===== config.mk =====
export PLATFORM = sky130hd
export DESIGN_NAME = addr_decoder
export DESIGN_NICKNAME = d
export VERILOG_FILES = /design/src/hdl/memctl_pkg.sv /design/src/hdl/addr_decoder.sv
export SDC_FILE = /design/constraint.sdc
export NUM_CORES = 1
export LEC_CHECK = 0
export BUFFER_PORTS_ARGS = -buffer_cell sky130_fd_sc_hd__buf_4
export CORE_ASPECT_RATIO = 0.7
export CORE_MARGIN = 2
export CORE_UTILIZATION = 39
export DETAILED_ROUTE_END_ITERATION = 16
export GPL_ROUTABILITY_DRIVEN = 1
export PLACE_DENSITY_LB_ADDON = 0.25
export SLEW_MARGIN = 10
export SYNTH_ARGS = -nofsm -noshare
export SYNTH_HDL_FRONTEND = slang
export SYNTH_SLANG_ARGS = --single-unit
export TNS_END_PERCENT = 5

===== constraint.sdc =====
create_clock -name clk -period 0.8 [get_ports clk]
set_input_delay 0.16 -clock clk [delete_from_list [all_inputs] [get_ports clk]]
set_output_delay 0.16 -clock clk [all_outputs]
set_load 0.01 [all_outputs]

===== src/bios.hex =====
// one 32-bit bios word per line in hex, word 0 first
3C080013
3508243F
3C011F80
AC281010
240B0B88
3C011F80
AC2B1060
00000000
00000000
3C0A1F80
8D491070
00000000
3C0BBFC0
256B0100
01600008
00000000


===== src/hdl/memctl_pkg.sv =====
// memory map, sizes, wait states and shared types, imported by every controller stage
package memctl_pkg;

   typedef logic [31:0] word_t;
   typedef logic [31:0] addr_t;
   typedef logic [3:0]  ben_t;

   localparam int    ADDR_BITS     = 32;
   localparam int    SEG_MASK_BITS = 3;       // kuseg/kseg0/kseg1 select bits
   localparam ben_t  BEN_FULL      = 4'b1111;

   // main ram window, only RAM_WORDS actually stored
   localparam addr_t RAM_BASE  = 32'h0000_0000;
   localparam addr_t RAM_SPAN  = 32'h0020_0000; // 2 MB
   localparam int    RAM_WORDS = 1024;          // aliases every 4 KB

   // scratchpad window
   localparam addr_t SCR_BASE  = 32'h1F80_0000;
   localparam addr_t SCR_SPAN  = 32'h0000_0400; // 1 KB
   localparam int    SCR_WORDS = 256;

   // bios rom window
   localparam addr_t ROM_BASE  = 32'h1FC0_0000;
   localparam addr_t ROM_SPAN  = 32'h0008_0000; // 512 KB
   localparam int    ROM_WORDS = 16;            // aliases every 64 bytes
   localparam string ROM_FILE  = "/design/src/bios.hex";

   // extra cycles for a main ram access, stands in for sdram latency
   localparam int RAM_WAIT  = 3;
   localparam int WAIT_BITS = $clog2(RAM_WAIT + 1);

   // word index carried from decoder to banks
   localparam int IDX_BITS     = 10;
   localparam int RAM_IDX_BITS = $clog2(RAM_WORDS);
   localparam int SCR_IDX_BITS = $clog2(SCR_WORDS);
   localparam int ROM_IDX_BITS = $clog2(ROM_WORDS);

   typedef logic [IDX_BITS-1:0] idx_t;

   typedef enum logic [1:0] {
      REG_RAM,
      REG_SCRATCH,
      REG_BIOS,
      REG_NONE
   } region_t;

   typedef enum logic {
      OP_READ,
      OP_WRITE
   } mem_op_t;

   typedef enum logic [2:0] {
      ARB_IDLE,
      ARB_BUSY_DATA,
      ARB_BUSY_INST,
      ARB_ACK_DATA,
      ARB_ACK_INST
   } arb_state_t;

endpackage


===== src/hdl/addr_decoder.sv =====
// stage 2: strips segment bits, maps the physical address to a region and word index
module addr_decoder
   import memctl_pkg::*;
(
   input  logic    clk,
   input  logic    rst,

   input  logic    req_start_i,
   input  mem_op_t req_op_i,
   input  addr_t   req_addr_i,
   input  word_t   req_wdata_i,
   input  ben_t    req_ben_i,

   output logic    acc_start_o,
   output mem_op_t acc_op_o,
   output region_t acc_region_o,
   output idx_t    acc_index_o,
   output word_t   acc_wdata_o,
   output ben_t    acc_ben_o
);

   addr_t   phys;
   region_t region;
   idx_t    index;

   // all three cpu segments alias onto one physical map
   assign phys = {{SEG_MASK_BITS{1'b0}}, req_addr_i[ADDR_BITS-SEG_MASK_BITS-1:0]};

   // unsigned offset compare covers both window edges
   always_comb begin
      if (addr_t'(phys - RAM_BASE) < RAM_SPAN) begin
         region = REG_RAM;
      end else if (addr_t'(phys - SCR_BASE) < SCR_SPAN) begin
         region = REG_SCRATCH;
      end else if (addr_t'(phys - ROM_BASE) < ROM_SPAN) begin
         region = REG_BIOS;
      end else begin
         region = REG_NONE;                         // acked, reads zero
      end
   end

   assign index = phys[IDX_BITS+1:2];               // word address, banks take low bits

   always_ff @(posedge clk or posedge rst) begin
      if (rst) begin
         acc_start_o <= 1'b0;
      end else begin
         acc_start_o <= req_start_i;
      end
   end

   // access fields stay put until the next request
   always_ff @(posedge clk) begin
      if (req_start_i) begin
         acc_op_o     <= req_op_i;
         acc_region_o <= region;
         acc_index_o  <= index;
         acc_wdata_o  <= req_wdata_i;
         acc_ben_o    <= req_ben_i;
      end
   end

endmodule


==> metrics <==
net count after synthesis 141; CP required 830 ps; final setup vio count 52; Inst Count DP 240; I/O pin cnt 122; vias in the first global route 1142; worst-margin pin slew 249 ps; Max Slew Vio Count 0; DR vias 1108; die outline height 58.0 um; switching power 1.12 mW; combinational share of power 0.164; grt ovf 0; RePlAce Congestion 0.666; Setup TNS Final -8850 ps; DR vias/cell 4.47; CP Cell Sequence buf_8, ha_4, or4b_4, nor4_4, a21oi_1; part of the power in registers 0.591; Startpoint Class input port; most frequent cells in the layout buf_4 (71), edfxtp_1 (49), buf_6 (45), clkbuf_8 (5); Syn Inst Count 67; critical path's largest stage delay 460 ps; max_cap viols 0; clk sinks 50; Fill cells 265; relative slew slack 0.833; number of distinct library cells after synthesis 13; P per Cell Area 1850 nW/um^2; Area growth syn-to-layout 79.8%; post-DP HPWL 2790 um; Core Footprint 3970 um^2; Max Root-Sink Buffers 2; Worst Setup Path Type input port to register; Initial Util 0.409; Mean Syn Cell Area 24.2 um^2; Max VDD drop 1.24 mV; PortBufs 116; most common cell after layout, fill and taps aside buf_4; final worst slack -315 ps; GRT Total Usage 0.155; H-tree levels 2; antenna violations before repair 0; Max Clk Rate 897 MHz; CP bufs+invs 1; Tmin final 1120 ps; layout cell share with drive strength beyond 1 0.673; dpl cell area 2640 um^2; ant diodes 0; TritonCTS buffer count 5; Reg area 1500 um^2; # nets final 270; row cnt 19; Arr. time, crit path 1150 ps; number of synthesis warnings 0; Sw Share 0.207; RSZ-0062 raised after global routing true; Setup WS pre-CTS -630 ps; die area 4700 um^2; CTS tree built; failing checks negative setup slack; Antenna Violating Nets Remaining 0; CTS root buf clkbuf_8; DRC Markers 0; Pint 4.27 mW; worst-path fanout max 2; synthesis-stage register bit count 50; total power draw 5.39 mW; final hold violation count 0; crit-path leading delay family simple AND/OR/NAND/NOR gates; crit end category register; Worst Hold Class input port to register; largest net degree at the start of global routing 22; Clock transition at path regs 90 ps; final worst-path cycle share 1.39; total routed wirelength 3620 um; status finished with violations; Iteration-0 DRC Markers 28; clock power share 0.245; synthesized cell area 1620 um^2; drt wl/cell 14.6 um; post-route cell area 2920 um^2; first-pass GRT wire length 5290 um; Die Width 81.1 um; leakage 1.25 nW; Initial DRT Pass Iterations 4; CP max-delay cell or4b_4; fin cells 248; area of the multi-input gates 129 um^2; sequential share of the synthesized area 0.921
[registers in the layout, indices dropped and copies added, names as in the netlist]
| register | flops |
|---|---|
| acc_ben_o | 4 |
| acc_index_o | 10 |
| acc_start_o | 1 |
| acc_op_o | 1 |
| acc_region_o | 2 |
| acc_wdata_o | 32 |
[logic make-up (layout without fill, tap and decap cells)]
family                     after synthesis  after routing  synth area share
AOI/OAI and AO/OA                        2              2           0.00616
adders and majority gates                2              2            0.0154
buffers and inverters                    3            132           0.00693
DFF                                     50             50             0.921
and+or+nand+nor                         10             10            0.0501
[metrics by stage]
stage / util / hold slack, ps
after global routing: 0.736 / 24.2
final: 0.736 / 43.2
after detailed placement: 0.664 / 9.12
after global placement: 0.664 / 4.95
after CTS: 0.720 / 33.4
after floorplan: - / -111
[routing by layer]
metal | up-vias | wire [um] | track usage
met5 | - | 0 | 0
met4 | 0 | 23 | 0.0581
met3 | 2 | 424 | 0.0810
met2 | 66 | 1880 | 0.267
met1 | 516 | 1290 | 0.164
li1 | 524 | - | -
[synthesized netlist by cell type]
cell,number,area share
inv_1,2,0.0046
edfxtp_1,49,0.91
and3_1,2,0.0077
nor2_1,1,0.0023
dfrtp_1,1,0.015
nand4_1,1,0.0039
nor4_1,3,0.012
a21oi_1,2,0.0062
nor4_4,1,0.013
inv_2,1,0.0023
ha_1,2,0.015
nor3_1,1,0.0031
or4b_4,1,0.0085
[power groups by stage]
stage	clock network [mW]	logic, mW	registers (mW)
final	1.32	0.883	3.18
after global routing	1.47	0.940	3.21
after CTS	1.37	0.856	3.17
after detailed placement	0	0.777	3.21
after global placement	0	0.761	3.20
after floorplan	0	0.0200	3.32
[final cells by class]
class | count | area share
inverters | 3 | 0.00386
clock inverters | 2 | 0.00343
repair buffers | 122 | 0.390
flip-flops and latches | 50 | 0.512
clock buffers | 5 | 0.0236
well taps | 52 | 0.0223
multi-input cells | 14 | 0.0441
[path summary, 6_finish.rpt]
kind / startpoint / endpoint / slack, ps / cells after the start
min in group asynchronous: rst / acc_start_o / 280 / 3
hold / removal: req_wdata_i[11] / acc_wdata_o[11] / 40 / 1
setup / recovery: req_addr_i[23] / acc_region_o[1] / -320 / 5
max in group asynchronous: rst / acc_start_o / 430 / 3
[repair_timing]
item / 4_1_cts / 5_1_grt
hold buffers: 1 / 0
setup buffers: 0 / 0
pin swaps: 1 / 0
resized for setup: 35 / 16
endpoints found under the hold margin: 1 / 0
endpoints found under the setup margin: 52 / 52
Note: power is estimated with default switching activity, not from simulation.
