===== src/bios.hex =====
// one 32-bit bios word per line in hex, word 0 first
3C080013
3508243F
3C011F80
AC281010
240B0B88
3C011F80
AC2B1060
00000000
00000000
3C0A1F80
8D491070
00000000
3C0BBFC0
256B0100
01600008
00000000


===== src/hdl/memctl_pkg.sv =====
// memory map, sizes, wait states and shared types, imported by every controller stage
package memctl_pkg;

   typedef logic [31:0] word_t;
   typedef logic [31:0] addr_t;
   typedef logic [3:0]  ben_t;

   localparam int    ADDR_BITS     = 32;
   localparam int    SEG_MASK_BITS = 3;       // kuseg/kseg0/kseg1 select bits
   localparam ben_t  BEN_FULL      = 4'b1111;

   // main ram window, only RAM_WORDS actually stored
   localparam addr_t RAM_BASE  = 32'h0000_0000;
   localparam addr_t RAM_SPAN  = 32'h0020_0000; // 2 MB
   localparam int    RAM_WORDS = 1024;          // aliases every 4 KB

   // scratchpad window
   localparam addr_t SCR_BASE  = 32'h1F80_0000;
   localparam addr_t SCR_SPAN  = 32'h0000_0400; // 1 KB
   localparam int    SCR_WORDS = 256;

   // bios rom window
   localparam addr_t ROM_BASE  = 32'h1FC0_0000;
   localparam addr_t ROM_SPAN  = 32'h0008_0000; // 512 KB
   localparam int    ROM_WORDS = 16;            // aliases every 64 bytes
   localparam string ROM_FILE  = "/design/src/bios.hex";

   // extra cycles for a main ram access, stands in for sdram latency
   localparam int RAM_WAIT  = 3;
   localparam int WAIT_BITS = $clog2(RAM_WAIT + 1);

   // word index carried from decoder to banks
   localparam int IDX_BITS     = 10;
   localparam int RAM_IDX_BITS = $clog2(RAM_WORDS);
   localparam int SCR_IDX_BITS = $clog2(SCR_WORDS);
   localparam int ROM_IDX_BITS = $clog2(ROM_WORDS);

   typedef logic [IDX_BITS-1:0] idx_t;

   typedef enum logic [1:0] {
      REG_RAM,
      REG_SCRATCH,
      REG_BIOS,
      REG_NONE
   } region_t;

   typedef enum logic {
      OP_READ,
      OP_WRITE
   } mem_op_t;

   typedef enum logic [2:0] {
      ARB_IDLE,
      ARB_BUSY_DATA,
      ARB_BUSY_INST,
      ARB_ACK_DATA,
      ARB_ACK_INST
   } arb_state_t;

endpackage


===== src/hdl/port_arbiter.sv =====
// stage 1: picks data over instruction port, issues one access and hands back ack and data
module port_arbiter
   import memctl_pkg::*;
(
   input  logic    clk,
   input  logic    rst,

   // data port
   input  addr_t   data_addr_i,
   input  word_t   data_wdata_i,
   input  logic    data_ren_i,
   input  ben_t    data_wen_i,
   output logic    data_ack_o,
   output word_t   data_rdata_o,

   // instruction port
   input  addr_t   inst_addr_i,
   input  logic    inst_ren_i,
   output logic    inst_ack_o,
   output word_t   inst_rdata_o,

   // toward the address decoder
   output logic    req_start_o,
   output mem_op_t req_op_o,
   output addr_t   req_addr_o,
   output word_t   req_wdata_o,
   output ben_t    req_ben_o,

   // completion from the banks
   input  logic    acc_done_i,
   input  word_t   acc_rdata_i
);

   arb_state_t state;

   logic data_wen_any;
   logic data_req;
   logic take_data;
   logic take_inst;

   assign data_wen_any = |data_wen_i;               // any byte lane set means write
   assign data_req     = data_ren_i | data_wen_any;

   // data port always wins when both are waiting
   assign take_data = (state == ARB_IDLE) && data_req;
   assign take_inst = (state == ARB_IDLE) && !data_req && inst_ren_i;

   // captured request, held stable until the next grant
   always_ff @(posedge clk) begin
      if (take_data) begin
         req_op_o    <= data_wen_any ? OP_WRITE : OP_READ; // write wins over read
         req_addr_o  <= data_addr_i;
         req_wdata_o <= data_wdata_i;
         req_ben_o   <= data_wen_any ? data_wen_i : BEN_FULL;
      end else if (take_inst) begin
         req_op_o    <= OP_READ;
         req_addr_o  <= inst_addr_i;
         req_wdata_o <= '0;
         req_ben_o   <= BEN_FULL;
      end
   end

   always_ff @(posedge clk or posedge rst) begin
      if (rst) begin
         state        <= ARB_IDLE;
         req_start_o  <= 1'b0;
         data_ack_o   <= 1'b0;
         inst_ack_o   <= 1'b0;
         data_rdata_o <= '0;
         inst_rdata_o <= '0;
      end else begin
         req_start_o <= take_data | take_inst;      // single pulse per grant

         case (state)
            ARB_IDLE: begin
               if (take_data) begin
                  state <= ARB_BUSY_DATA;
               end else if (take_inst) begin
                  state <= ARB_BUSY_INST;
               end
            end

            ARB_BUSY_DATA: begin
               if (acc_done_i) begin
                  data_rdata_o <= acc_rdata_i;
                  data_ack_o   <= 1'b1;
                  state        <= ARB_ACK_DATA;
               end
            end

            ARB_BUSY_INST: begin
               if (acc_done_i) begin
                  inst_rdata_o <= acc_rdata_i;
                  inst_ack_o   <= 1'b1;
                  state        <= ARB_ACK_INST;
               end
            end

            // hold ack until the requester lets go
            ARB_ACK_DATA: begin
               if (!data_req) begin
                  data_ack_o <= 1'b0;
                  state      <= ARB_IDLE;
               end
            end

            ARB_ACK_INST: begin
               if (!inst_ren_i) begin
                  inst_ack_o <= 1'b0;
                  state      <= ARB_IDLE;
               end
            end

            default: begin
               state <= ARB_IDLE;
            end
         endcase
      end
   end

endmodule


===== config.mk =====
export PLATFORM = sky130hd
export DESIGN_NAME = port_arbiter
export DESIGN_NICKNAME = d
export VERILOG_FILES = /design/src/hdl/memctl_pkg.sv /design/src/hdl/port_arbiter.sv
export SDC_FILE = /design/constraint.sdc
export NUM_CORES = 1
export LEC_CHECK = 0
export ABC_AREA = 1
export BUFFER_PORTS_ARGS = -buffer_cell sky130_fd_sc_hd__clkbuf_2
export CAP_MARGIN = 20
export CORE_MARGIN = 5
export CORE_UTILIZATION = 51
export DETAILED_ROUTE_END_ITERATION = 8
export PLACE_DENSITY = 0.86
export SLEW_MARGIN = 20
export SYNTH_ARGS = -nofsm -noshare
export SYNTH_HDL_FRONTEND = slang
export SYNTH_SLANG_ARGS = --single-unit

===== constraint.sdc =====
create_clock -name clk -period 8.2 [get_ports clk]
set_input_delay 0.82 -clock clk [delete_from_list [all_inputs] [get_ports clk]]
set_output_delay 0.82 -clock clk [all_outputs]
set_load 0.01 [all_outputs]

==> impl_table.tex, run 1 <==
\begin{tabular}{lr}
\hline
Metric & Value \\
\hline
\multicolumn{2}{l}{\textbf{Clock network}} \\
Number of buffers inserted during clock tree synthesis & 17 \\
Max H-tree Level & 4 \\
Post-CTS Setup Repair Bufs & 0 \\
Clk\_lat worst skew & between 0.4 and 0.5 ns \\
Clock Root Buffer & clkbuf\_16 \\
CTS tree & yes \\
Clock transition at the registers of the reported paths & 0.05 ns \\
Number of buffers added to fix hold violations after cts & 0 \\
Maximum clock path buffer count & 2 \\
TritonCTS sink count & about 140 \\
Post-CTS Resized & 0 \\
\multicolumn{2}{l}{\textbf{Final layout}} \\
Design area & 7970 µm² \\
Number of nets in the final layout & about 950 \\
Layout-stage area growth over the synthesis result & 32.1\% \\
Commonest cells after routing, fill and taps aside & clkbuf\_2, nand2\_1, inv\_1 \\
Number of diodes added for antenna fixing & 0 \\
Most common library cell in the layout ignoring fill and taps & clkbuf\_2 \\
Layout cell share with drive strength beyond 1 & 0.450 \\
\multicolumn{2}{l}{\textbf{Run}} \\
Count of max-cap constraint violations & 0 \\
\multicolumn{2}{l}{\textbf{Global route}} \\
Wire length of the first global-routing pass & around 23000 µm \\
Vias in the first global route & between 4k and 5k \\
Initial antenna violation count & 0 \\
GRT Residual Overflow & 0 \\
Global-route usage over all layers & 0.210 \\
Pin count of the biggest net entering global routing & 71 \\
\multicolumn{2}{l}{\textbf{Setup path}} \\
Endpoint class of the critical path & register \\
Crit path arrival time & 3.31 ns \\
CP Launch Type & input pin \\
Internal reg-to-reg setup slack & 5.84 ns \\
Required time worst endpoint & 8.47 ns \\
Largest driver fanout on the critical path & 36 \\
Crit Path Class & input pin to register \\
\multicolumn{2}{l}{\textbf{Placement}} \\
Placed instance area & 7340 µm² \\
Final weighted congestion in routability-driven placement & 0.866 \\
Number of I/O port buffers & 272 \\
Total half-perimeter wirelength after legalization and detailed placement & 10900 µm \\
\multicolumn{2}{l}{\textbf{Logic synthesis}} \\
Syn Std Cell Area & about 6000 µm² \\
Yosys warning count & 0 \\
Avg Inst Size Synth & 11.1 µm² \\
Number of distinct library cell variants in the gate-level netlist after synthesis & 23 \\
Post-synthesis register bit count & 139 \\
Leading post-synthesis cells by cell area & edfxtp\_1, dfrtp\_1, nand2\_1, nor2\_4, inv\_1 \\
Synthesized instance count & 545 \\
Net count of the mapped netlist & roughly 700 \\
Dominant cell type by area after synthesis & edfxtp\_1 \\
Area share of the largest cell type after synthesis & 0.344 \\
Seq/Total Area, Yosys & 0.634 \\
\multicolumn{2}{l}{\textbf{STA}} \\
Setup Skew & 0.00550 ns \\
Maximum operating frequency & 329 MHz \\
Pins Over Slew Limit & 0 \\
Worst Hold Margin & 0.484 ns \\
Actual slew at the worst max-slew pin & 0.910 ns \\
Period Utilization, post-route & 0.371 \\
Final TNS setup & 0 ns \\
Final Critical Period & slightly above 3 ns \\
Max-slew headroom & 0.393 \\
Final setup viols & 0 \\
Hold Vio Cnt, Final & 0 \\
Setup repair after global routing missed its margin & no \\
\multicolumn{2}{l}{\textbf{Drt}} \\
Routed wire length per instance & about 15 µm \\
DRT antenna net count & 0 \\
Aggregate routed wire length & 15000 µm \\
Via density per instance & 4.87 \\
TritonRoute pass-1 iters & 5 \\
First-iteration detailed-routing DRC count & 347 \\
Via count of the routed design & approximately 4.7k \\
DRC violation count after routing & 0 \\
\multicolumn{2}{l}{\textbf{Floorplanning}} \\
Floorplan die area & 14100 µm² \\
Horizontal die dimension & approximately 120 µm \\
Core Footprint & 11500 µm² \\
Y dimension of the die & 119 µm \\
Starting density of the core & 0.524 \\
Row count & 39 \\
Number of top-level pins & 273 \\
\multicolumn{2}{l}{\textbf{Power and ir drop}} \\
Pwr per Cell Area & 417 nW/µm² \\
VDD IR max & around 0.26 mV \\
Reported leakage power & 4.18 nW \\
\multicolumn{2}{l}{\textbf{Run status}} \\
Status & finished clean \\
\multicolumn{2}{l}{\textbf{Min path}} \\
Path type of the worst min-delay path & register to register \\
\hline
\end{tabular}
-- registers in the layout, indices dropped and copies added, names as in the netlist --
name and count:
req_wdata_o 32, data_rdata_o 32, inst_ack_o 1, req_addr_o 32
data_ack_o 1, req_op_o 1, inst_rdata_o 32, state 3
req_ben_o 4, req_start_o 1
-- cells in the mapped netlist --
cell type	n
nand3_2	1
inv_4	1
a21oi_1	3
nand3_1	40
nor2_1	8
o21ai_0	4
buf_6	13
clkbuf_2	1
o21ai_1	41
buf_12	4
nand3b_2	1
clkbuf_1	3
inv_1	74
o21ai_2	21
nand2_4	2
nand3_4	1
inv_2	3
nor2_4	33
o2bb2ai_1	1
dfrtp_1	70
edfxtp_1	69
buf_2	5
nand2_1	146
-- cell type report --
| class | count | area, µm² |
|---|---|---|
| flip-flops and latches | 139 | 3820 |
| repair buffers | 276 | 1390 |
| well taps | 143 | 179 |
| clock inverters | 10 | 136 |
| multi-input cells | 302 | 1660 |
| fillers | 861 | 3550 |
| clock buffers | 22 | 484 |
| inverters | 78 | 295 |
-- final timing paths --
kind | startpoint | to | cells after the start
max in group asynchronous | rst | inst_rdata_o[14] | 3
max | data_wen_i[0] | req_addr_o[4] | 7
min reg2reg | data_rdata_o[1] | data_rdata_o[1] | 2
min in group asynchronous | rst | inst_rdata_o[24] | 3
max reg2reg | state[0] | req_addr_o[4] | 7
min | data_rdata_o[1] | data_rdata_o[1] | 2
-- report_power, final --
part | leakage [nW] | total (W) | internal [W] | switching, W
combinational | 2.33 | 0.00124 | 0.000431 | 0.000806
clock | 0.303 | 0.000787 | 0.000510 | 0.000277
sequential | 1.55 | 0.00130 | 0.00116 | 0.000142
-- metrics by stage --
stage | cells | worst slack, ns | total power (W) | utilization
3_5_place_dp | 938 | 4.77 | 0.00256 | 0.638
5_1_grt | 970 | 5.01 | 0.00352 | 0.692
4_1_cts | 970 | 5.22 | 0.00336 | 0.692
3_3_place_gp | 938 | 4.82 | 0.00251 | 0.638
2_1_floorplan | 545 | 3.32 | 0.00215 | -
6_report | 970 | 5.16 | 0.00332 | 0.692
-- cells by family after synthesis --
family	share of synthesized area
AO/OA/AOI/OAI	0.0718
AND/OR/NAND/NOR	0.201
buffers and inverters	0.0934
flip-flops	0.634
-- worst max-delay path: stages --
cell and delay [ns]:
clkbuf_2 0.09, nor2_1 0.20, nand3b_2 0.61, nand2_4 0.55, buf_4 0.79, nand2_1 0.12
nand2_1 0.10
-- layer usage --
metal / track usage / vias up / routed length [µm] / share of wire
met1: 0.231 / 2189 / 5420 / 0.36
li1: - / 2288 / - / -
met3: 0.0583 / 39 / 1020 / 0.068
met4: 0.107 / 0 / 542 / 0.036
met5: 0 / - / 0 / 0
met2: 0.370 / 209 / 8000 / 0.53
No activity file was read; power rests on OpenSTA's default activity.
==> run 2: changes to the inputs <==
CORE_UTILIZATION = 43   (was 51)
PLACE_DENSITY = 0.77   (was 0.86)
clock period = 2.5 ns   (was 8.2 ns; I/O delays follow)
==> run 2 against run 1 <==
Net effect:
- global-route usage down 3.1 points
- power grew to 3.3 times the previous value
- via count decreased by 2.1%
- largest cell class unchanged
- worst setup slack got worse by 4.6 ns
- first-iteration DRC count down 9.2%
- final cell count is 4.6% higher
- combinational power grew to 3.3 times the previous value
- critical endpoint is now req_op_o
- critical path type is now register to register
- count of clock-buffer cells in the layout decreased by 2
- worst hold slack got worse by 0.40 ns
==> impl_table.tex, run 2 (synthesis results as in run 1) <==
\begin{tabular}{lr}
\hline
Metric & Value \\
\hline
\multicolumn{2}{l}{\textbf{Run status}} \\
Status & finished clean (unchanged) \\
\multicolumn{2}{l}{\textbf{STA}} \\
Period Utilization, post-route & 0.766 \\
Final setup viols & 0 (unchanged) \\
Setup Skew & 0.00723 ns (was 0.00550 ns) \\
Max-slew headroom & 0.528 (was 0.393) \\
Hold Vio Cnt, Final & 0 (unchanged) \\
Setup repair after global routing missed its margin & no (unchanged) \\
Pins Over Slew Limit & 0 (unchanged) \\
Actual slew at the worst max-slew pin & 0.707 ns (was 0.910 ns) \\
PnR worst setup slack & 0.586 ns (was 5.16 ns) \\
Maximum operating frequency & 522 MHz \\
Final Critical Period & approximately 1.9 ns \\
Final TNS setup & 0 ns (unchanged) \\
\multicolumn{2}{l}{\textbf{Drt}} \\
DRT antenna net count & 0 (unchanged) \\
Via count of the routed design & 4626 (was 4725) \\
DRC violation count after routing & 0 (unchanged) \\
Routed wire length per instance & 14.8 µm (was 15.5 µm) \\
First-iteration detailed-routing DRC count & 315 (was 347) \\
Via density per instance & 4.56 (was 4.87) \\
Aggregate routed wire length & 15000 µm (about the same) \\
TritonRoute pass-1 iters & 4 (was 5) \\
\multicolumn{2}{l}{\textbf{Clock network}} \\
Clock Root Buffer & clkbuf\_16 (unchanged) \\
Clock transition at the registers of the reported paths & 0.06 ns (was 0.05 ns) \\
Post-CTS Setup Repair Bufs & 0 (unchanged) \\
Post-CTS Resized & 0 (unchanged) \\
Max H-tree Level & 4 (unchanged) \\
CTS tree & yes (unchanged) \\
Clk\_lat worst skew & 0.40 ns (was 0.41 ns) \\
TritonCTS sink count & 139 (unchanged) \\
Number of buffers inserted during clock tree synthesis & 17 (unchanged) \\
Maximum clock path buffer count & 2 (unchanged) \\
\multicolumn{2}{l}{\textbf{Placement}} \\
Placement Setup Slack & 0.592 ns (was 4.77 ns) \\
Final weighted congestion in routability-driven placement & 0.821 (was 0.866) \\
Number of I/O port buffers & 272 (unchanged) \\
Total half-perimeter wirelength after legalization and detailed placement & 11400 µm (was 10900 µm) \\
\multicolumn{2}{l}{\textbf{Final layout}} \\
Commonest cells after routing, fill and taps aside & clkbuf\_2, nand2\_1, inv\_1 (unchanged) \\
\# fillers & 1200 (was 861) \\
Most common library cell in the layout ignoring fill and taps & clkbuf\_2 (unchanged) \\
Layout cell share with drive strength beyond 1 & 0.449 (was 0.450) \\
Number of nets in the final layout & 959 (was 951) \\
Layout-stage area growth over the synthesis result & 33.9\% (was 32.1\%) \\
Number of diodes added for antenna fixing & 0 (unchanged) \\
\multicolumn{2}{l}{\textbf{Power and ir drop}} \\
Reported leakage power & 4.20 nW (was 4.18 nW) \\
VDD IR max & 0.643 mV (was 0.265 mV) \\
Pwr per Cell Area & 1350 nW/µm² (was 417 nW/µm²) \\
\multicolumn{2}{l}{\textbf{Floorplanning}} \\
Number of top-level pins & 273 (unchanged) \\
Core Footprint & 13800 µm² (was 11500 µm²) \\
Row count & 43 (was 39) \\
Horizontal die dimension & 128 µm (was 119 µm) \\
Floorplan die area & 16500 µm² (was 14100 µm²) \\
Starting density of the core & 0.436 (was 0.524) \\
Y dimension of the die & 128 µm (was 119 µm) \\
\multicolumn{2}{l}{\textbf{Setup path}} \\
FF-to-FF Start & state[0] (unchanged) \\
Crit path from & state[0] (was data\_wen\_i[0]) \\
Worst path cell trace & nor2\_4 -> nand2\_4 -> a21oi\_4 -> buf\_4 (was clkbuf\_2 -> nor2\_1 -> nand3b\_2 -> nand2\_4 -> buf\_4 -> nand2\_1 -> nand2\_1) \\
Crit path arrival time & 1.99 ns (was 3.31 ns) \\
Delay of the slowest cell on the worst path & 0.47 ns (was 0.79 ns) \\
Endpoint class of the critical path & register (unchanged) \\
Required time worst endpoint & 2.58 ns (was 8.47 ns) \\
Largest driver fanout on the critical path & 24 (was 36) \\
R2r worst-path depth & 4 (was 7) \\
Internal reg-to-reg setup slack & 0.59 ns (was 5.84 ns) \\
Crit path max-delay cell type & dfrtp\_1 (was buf\_4) \\
Setup crit end & req\_op\_o (was req\_addr\_o[4]) \\
CP Launch Type & register (was input pin) \\
Crit Reg-Reg Endpoint & req\_op\_o (was req\_addr\_o[4]) \\
Crit Path Class & register to register (was input pin to register) \\
\multicolumn{2}{l}{\textbf{Global route}} \\
Global-route usage over all layers & 0.178 (was 0.210) \\
Pin count of the biggest net entering global routing & 65 (was 71) \\
Vias in the first global route & 4444 (was 4735) \\
GRT Residual Overflow & 0 (unchanged) \\
Initial antenna violation count & 2 (was 0) \\
Wire length of the first global-routing pass & 22900 µm (was 23400 µm) \\
\multicolumn{2}{l}{\textbf{Min path}} \\
Path type of the worst min-delay path & input pin to register (was register to register) \\
\multicolumn{2}{l}{\textbf{Run}} \\
Count of max-cap constraint violations & 0 (unchanged) \\
\hline
\end{tabular}
==> run 2: repair_timing <==
action                                 4_1_cts  5_1_grt
hold buffers                                 1        0
endpoints found under the hold margin       28        0
setup endpoints to repair                    0        0
==> run 2: how the worst min path moves through the flow <==
stage                                  end  cells after the start             from
after floorplan           data_rdata_o[26]                      2  acc_rdata_i[26]
after global placement    inst_rdata_o[19]                      2              rst
after detailed placement  inst_rdata_o[19]                      2              rst
after CTS                 data_rdata_o[20]                      3  acc_rdata_i[20]
after global routing      inst_rdata_o[14]                      3  acc_rdata_i[14]
final                     data_rdata_o[20]                      3  acc_rdata_i[20]
==> run 2: final cells by class <==
| cell class | instances | area, µm² | area share |
|---|---|---|---|
| Timing Repair Buffer | 284 | 1490 | 0.185 |
| Tap cell | 180 | 225 | 0.0279 |
| Sequential cell | 139 | 3820 | 0.474 |
| Clock inverter | 12 | 146 | 0.0181 |
| Clock buffer | 20 | 437 | 0.0541 |
| Multi-Input combinational cell | 302 | 1660 | 0.205 |
| Inverter | 78 | 295 | 0.0366 |
==> run 2: through the flow <==
stage | instance area (µm²) | utilization | total power (W) | cells | hold WS (ns)
floorplan | 6040 | - | 0.00699 | 545 | 0.395
global placement | 7480 | 0.541 | 0.00837 | 982 | 0.363
detailed placement | 7480 | 0.541 | 0.00852 | 982 | 0.364
CTS | 8070 | 0.584 | 0.0110 | 1015 | 0.0585
global route | 8070 | 0.584 | 0.0116 | 1015 | 0.0724
finish | 8070 | 0.584 | 0.0109 | 1015 | 0.0798
==> run 2: where the power goes <==
group / switching (W) / internal (W) / total [W]
clock network: 0.000902 / 0.00156 / 0.00246
registers: 0.000472 / 0.00378 / 0.00426
logic: 0.00264 / 0.00150 / 0.00415
==> run 2: worst max-delay path: cells and delay by family (launching register included) <==
kind	cells	cell delay [ns]
AO/OA/AOI/OAI	1	0.42
buffers and inverters	1	0.40
flip-flops	1	0.47
AND/OR/NAND/NOR	2	0.28
==> run 2: per-layer routing <==
metal | GRT usage | vias to the layer above | part of all wire
li1 | - | 2306 | -
met1 | 0.217 | 2118 | 0.38
met2 | 0.290 | 167 | 0.51
met3 | 0.0589 | 31 | 0.082
met4 | 0.0780 | 4 | 0.027
met5 | 0 | - | 0.0017
==> run 3: changes to the inputs <==
clock period = 1.6 ns   (was 2.5 ns; I/O delays follow)
==> run 3 against run 2 <==
Net effect:
- power increased by 62%
- via count increased by 6.6%
- clock power increased by 53%
- wire length increased by 8.5%
- combinational power increased by 73%
- clock skew decreased by 0.00085 ns
- critical path depth increased by 3
- final cell count increased by 4.8%
- largest cell class unchanged
- highest routed layer is now met4
==> impl_table.tex, run 3 (synthesis results as in run 1) <==
\begin{tabular}{lr}
\hline
Metric & Value \\
\hline
\multicolumn{2}{l}{\textbf{Min path}} \\
Terminating pin of the worst hold path & req\_addr\_o[27] (was data\_rdata\_o[20]) \\
Path type of the worst min-delay path & input pin to register (unchanged) \\
Worst Min Path Start & inst\_addr\_i[27] (was acc\_rdata\_i[20]) \\
Hold Path Stages & 3 (unchanged) \\
\multicolumn{2}{l}{\textbf{Setup path}} \\
Crit Path Class & register to register (unchanged) \\
Internal reg-to-reg setup slack & 0.11 ns (was 0.59 ns) \\
CP Launch Type & register (unchanged) \\
Required time worst endpoint & 1.77 ns (was 2.58 ns) \\
Endpoint class of the critical path & register (unchanged) \\
Crit Reg-Reg Endpoint & req\_wdata\_o[27] (was req\_op\_o) \\
FF-to-FF Start & state[2] (was state[0]) \\
R2r worst-path depth & 7 (was 4) \\
Crit path arrival time & 1.65 ns (was 1.99 ns) \\
Largest driver fanout on the critical path & 11 (was 24) \\
\multicolumn{2}{l}{\textbf{STA}} \\
Maximum operating frequency & 673 MHz (was 522 MHz) \\
Worst Hold Margin & 0.0213 ns (was 0.0798 ns) \\
Final setup viols & 0 (unchanged) \\
Actual slew at the worst max-slew pin & 0.429 ns (was 0.707 ns) \\
Max-slew headroom & 0.713 (was 0.528) \\
Setup repair after global routing missed its margin & no (unchanged) \\
Period Utilization, post-route & 0.928 (was 0.766) \\
Pins Over Slew Limit & 0 (unchanged) \\
Hold Vio Cnt, Final & 0 (unchanged) \\
Final Critical Period & 1.49 ns (was 1.91 ns) \\
Setup Skew & 0.00638 ns (was 0.00723 ns) \\
\multicolumn{2}{l}{\textbf{Drt}} \\
Via density per instance & 4.63 (was 4.56) \\
Aggregate routed wire length & 16200 µm (was 15000 µm) \\
Via count of the routed design & 4930 (was 4626) \\
Routed wire length per instance & 15.3 µm (was 14.8 µm) \\
TritonRoute pass-1 iters & 4 (unchanged) \\
DRC violation count after routing & 0 (unchanged) \\
First-iteration detailed-routing DRC count & 174 (was 315) \\
DRT antenna net count & 0 (unchanged) \\
\multicolumn{2}{l}{\textbf{Run status}} \\
Status & finished clean (unchanged) \\
\multicolumn{2}{l}{\textbf{Run}} \\
Count of max-cap constraint violations & 0 (unchanged) \\
\multicolumn{2}{l}{\textbf{Placement}} \\
Total half-perimeter wirelength after legalization and detailed placement & 11600 µm (was 11400 µm) \\
Number of I/O port buffers & 272 (unchanged) \\
DP Cell Count & 990 (was 982) \\
Final weighted congestion in routability-driven placement & 0.870 (was 0.821) \\
\multicolumn{2}{l}{\textbf{Clock network}} \\
CTS tree & yes (unchanged) \\
Clock transition at the registers of the reported paths & 0.06 ns (about the same) \\
Maximum clock path buffer count & 2 (unchanged) \\
Max H-tree Level & 4 (unchanged) \\
Clk\_lat worst skew & 0.41 ns (was 0.40 ns) \\
Post-CTS Setup Repair Bufs & 0 (unchanged) \\
Number of buffers inserted during clock tree synthesis & 17 (unchanged) \\
TritonCTS sink count & 139 (unchanged) \\
Clock Root Buffer & clkbuf\_16 (unchanged) \\
\multicolumn{2}{l}{\textbf{Floorplanning}} \\
Starting density of the core & 0.436 (unchanged) \\
Core Footprint & 13800 µm² (unchanged) \\
Number of top-level pins & 273 (unchanged) \\
Horizontal die dimension & 128 µm (unchanged) \\
Row count & 43 (unchanged) \\
Y dimension of the die & 128 µm (unchanged) \\
Floorplan die area & 16500 µm² (unchanged) \\
\multicolumn{2}{l}{\textbf{Global route}} \\
Initial antenna violation count & 0 (was 2) \\
GRT Residual Overflow & 0 (unchanged) \\
Wire length of the first global-routing pass & 24800 µm (was 22900 µm) \\
Pin count of the biggest net entering global routing & 67 (was 65) \\
Vias in the first global route & 4878 (was 4444) \\
Global-route usage over all layers & 0.194 (was 0.178) \\
\multicolumn{2}{l}{\textbf{Final layout}} \\
Finished Layout Cells & 1064 (was 1015) \\
Number of nets in the final layout & 1007 (was 959) \\
Commonest cells after routing, fill and taps aside & clkbuf\_2, nand2\_1, inv\_1 (unchanged) \\
Layout-stage area growth over the synthesis result & 43.8\% (was 33.9\%) \\
Most common library cell in the layout ignoring fill and taps & clkbuf\_2 (unchanged) \\
Layout cell share with drive strength beyond 1 & 0.441 (was 0.449) \\
\multicolumn{2}{l}{\textbf{Power and ir drop}} \\
VDD IR max & 0.748 mV (was 0.643 mV) \\
Reported leakage power & 4.46 nW (was 4.20 nW) \\
Pwr per Cell Area & 2030 nW/µm² (was 1350 nW/µm²) \\
Sum of internal, switching and leakage power & 0.0176 W (was 0.0109 W) \\
\hline
\end{tabular}
[run 3: cell types whose count changed in the layout (fill, tap and decap cells not counted), moves of 2 or more]
cell           previous run  this run
clkinv_4                  0         4
clkinv_2                  2         5
buf_4                     8         5
dlygate4sd3_1             1        41
clkbuf_1                  3         0
clkinv_1                  2         0
buf_12                    3        14
[run 3: critical path: stages, from the launching register on]
cell and delay, ns:
dfrtp_1 0.45, inv_2 0.10, nand2_4 0.12, inv_4 0.05
nand2_4 0.12, buf_12 0.18, buf_4 0.18, nor2_4 0.03
[run 3: area by class of cell]
| type | count | area (µm²) |
|---|---|---|
| fillers | 1099 | 5150 |
| well taps | 180 | 225 |
| diodes | 1 | 2.50 |
| clock buffers | 17 | 425 |
| clock inverters | 15 | 151 |
| multi-input cells | 302 | 1660 |
| flip-flops and latches | 139 | 3820 |
| repair buffers | 332 | 2090 |
| inverters | 78 | 299 |
[run 3: timing repair]
item / CTS / global route
gates resized for setup: 0 / 0
hold endpoints to repair: 71 / 0
hold buffers: 41 / 0
[run 3: power by group]
part	internal [W]	switching [W]
Clock	0.00229	0.00148
Combinational	0.00289	0.00430
Sequential	0.00591	0.000728
Total	0.0111	0.00651
[run 3: worst max path at each step]
stage                   from               to  slack [ns]  cells after the start
finish              state[2]  req_wdata_o[27]        0.11                      7
detailed placement  state[2]  req_wdata_o[27]        0.11                      7
floorplan           state[0]    req_addr_o[0]       -0.63                      3
global route        state[0]         state[0]        0.04                      8
CTS                 state[2]  req_wdata_o[27]        0.11                      7
global placement    state[2]  req_wdata_o[22]        0.15                      7
[run 3: routing by layer]
metal  up-vias  track usage  wire length (µm)
li1       2402            -                 -
met1      2294        0.222              5930
met2       188        0.337              8610
met3        46       0.0494              1010
met4         0       0.0968               695
met5         -            0                 0
[run 3: metrics by stage]
stage / TNS, ns / utilization / setup slack [ns] / area (µm²)
global placement: 0 / 0.556 / 0.154 / 7680
CTS: 0 / 0.627 / 0.110 / 8670
floorplan: -43.93 / - / -0.630 / 6050
global route: 0 / 0.627 / 0.0401 / 8670
finish: 0 / 0.627 / 0.115 / 8670
detailed placement: 0 / 0.556 / 0.113 / 7680
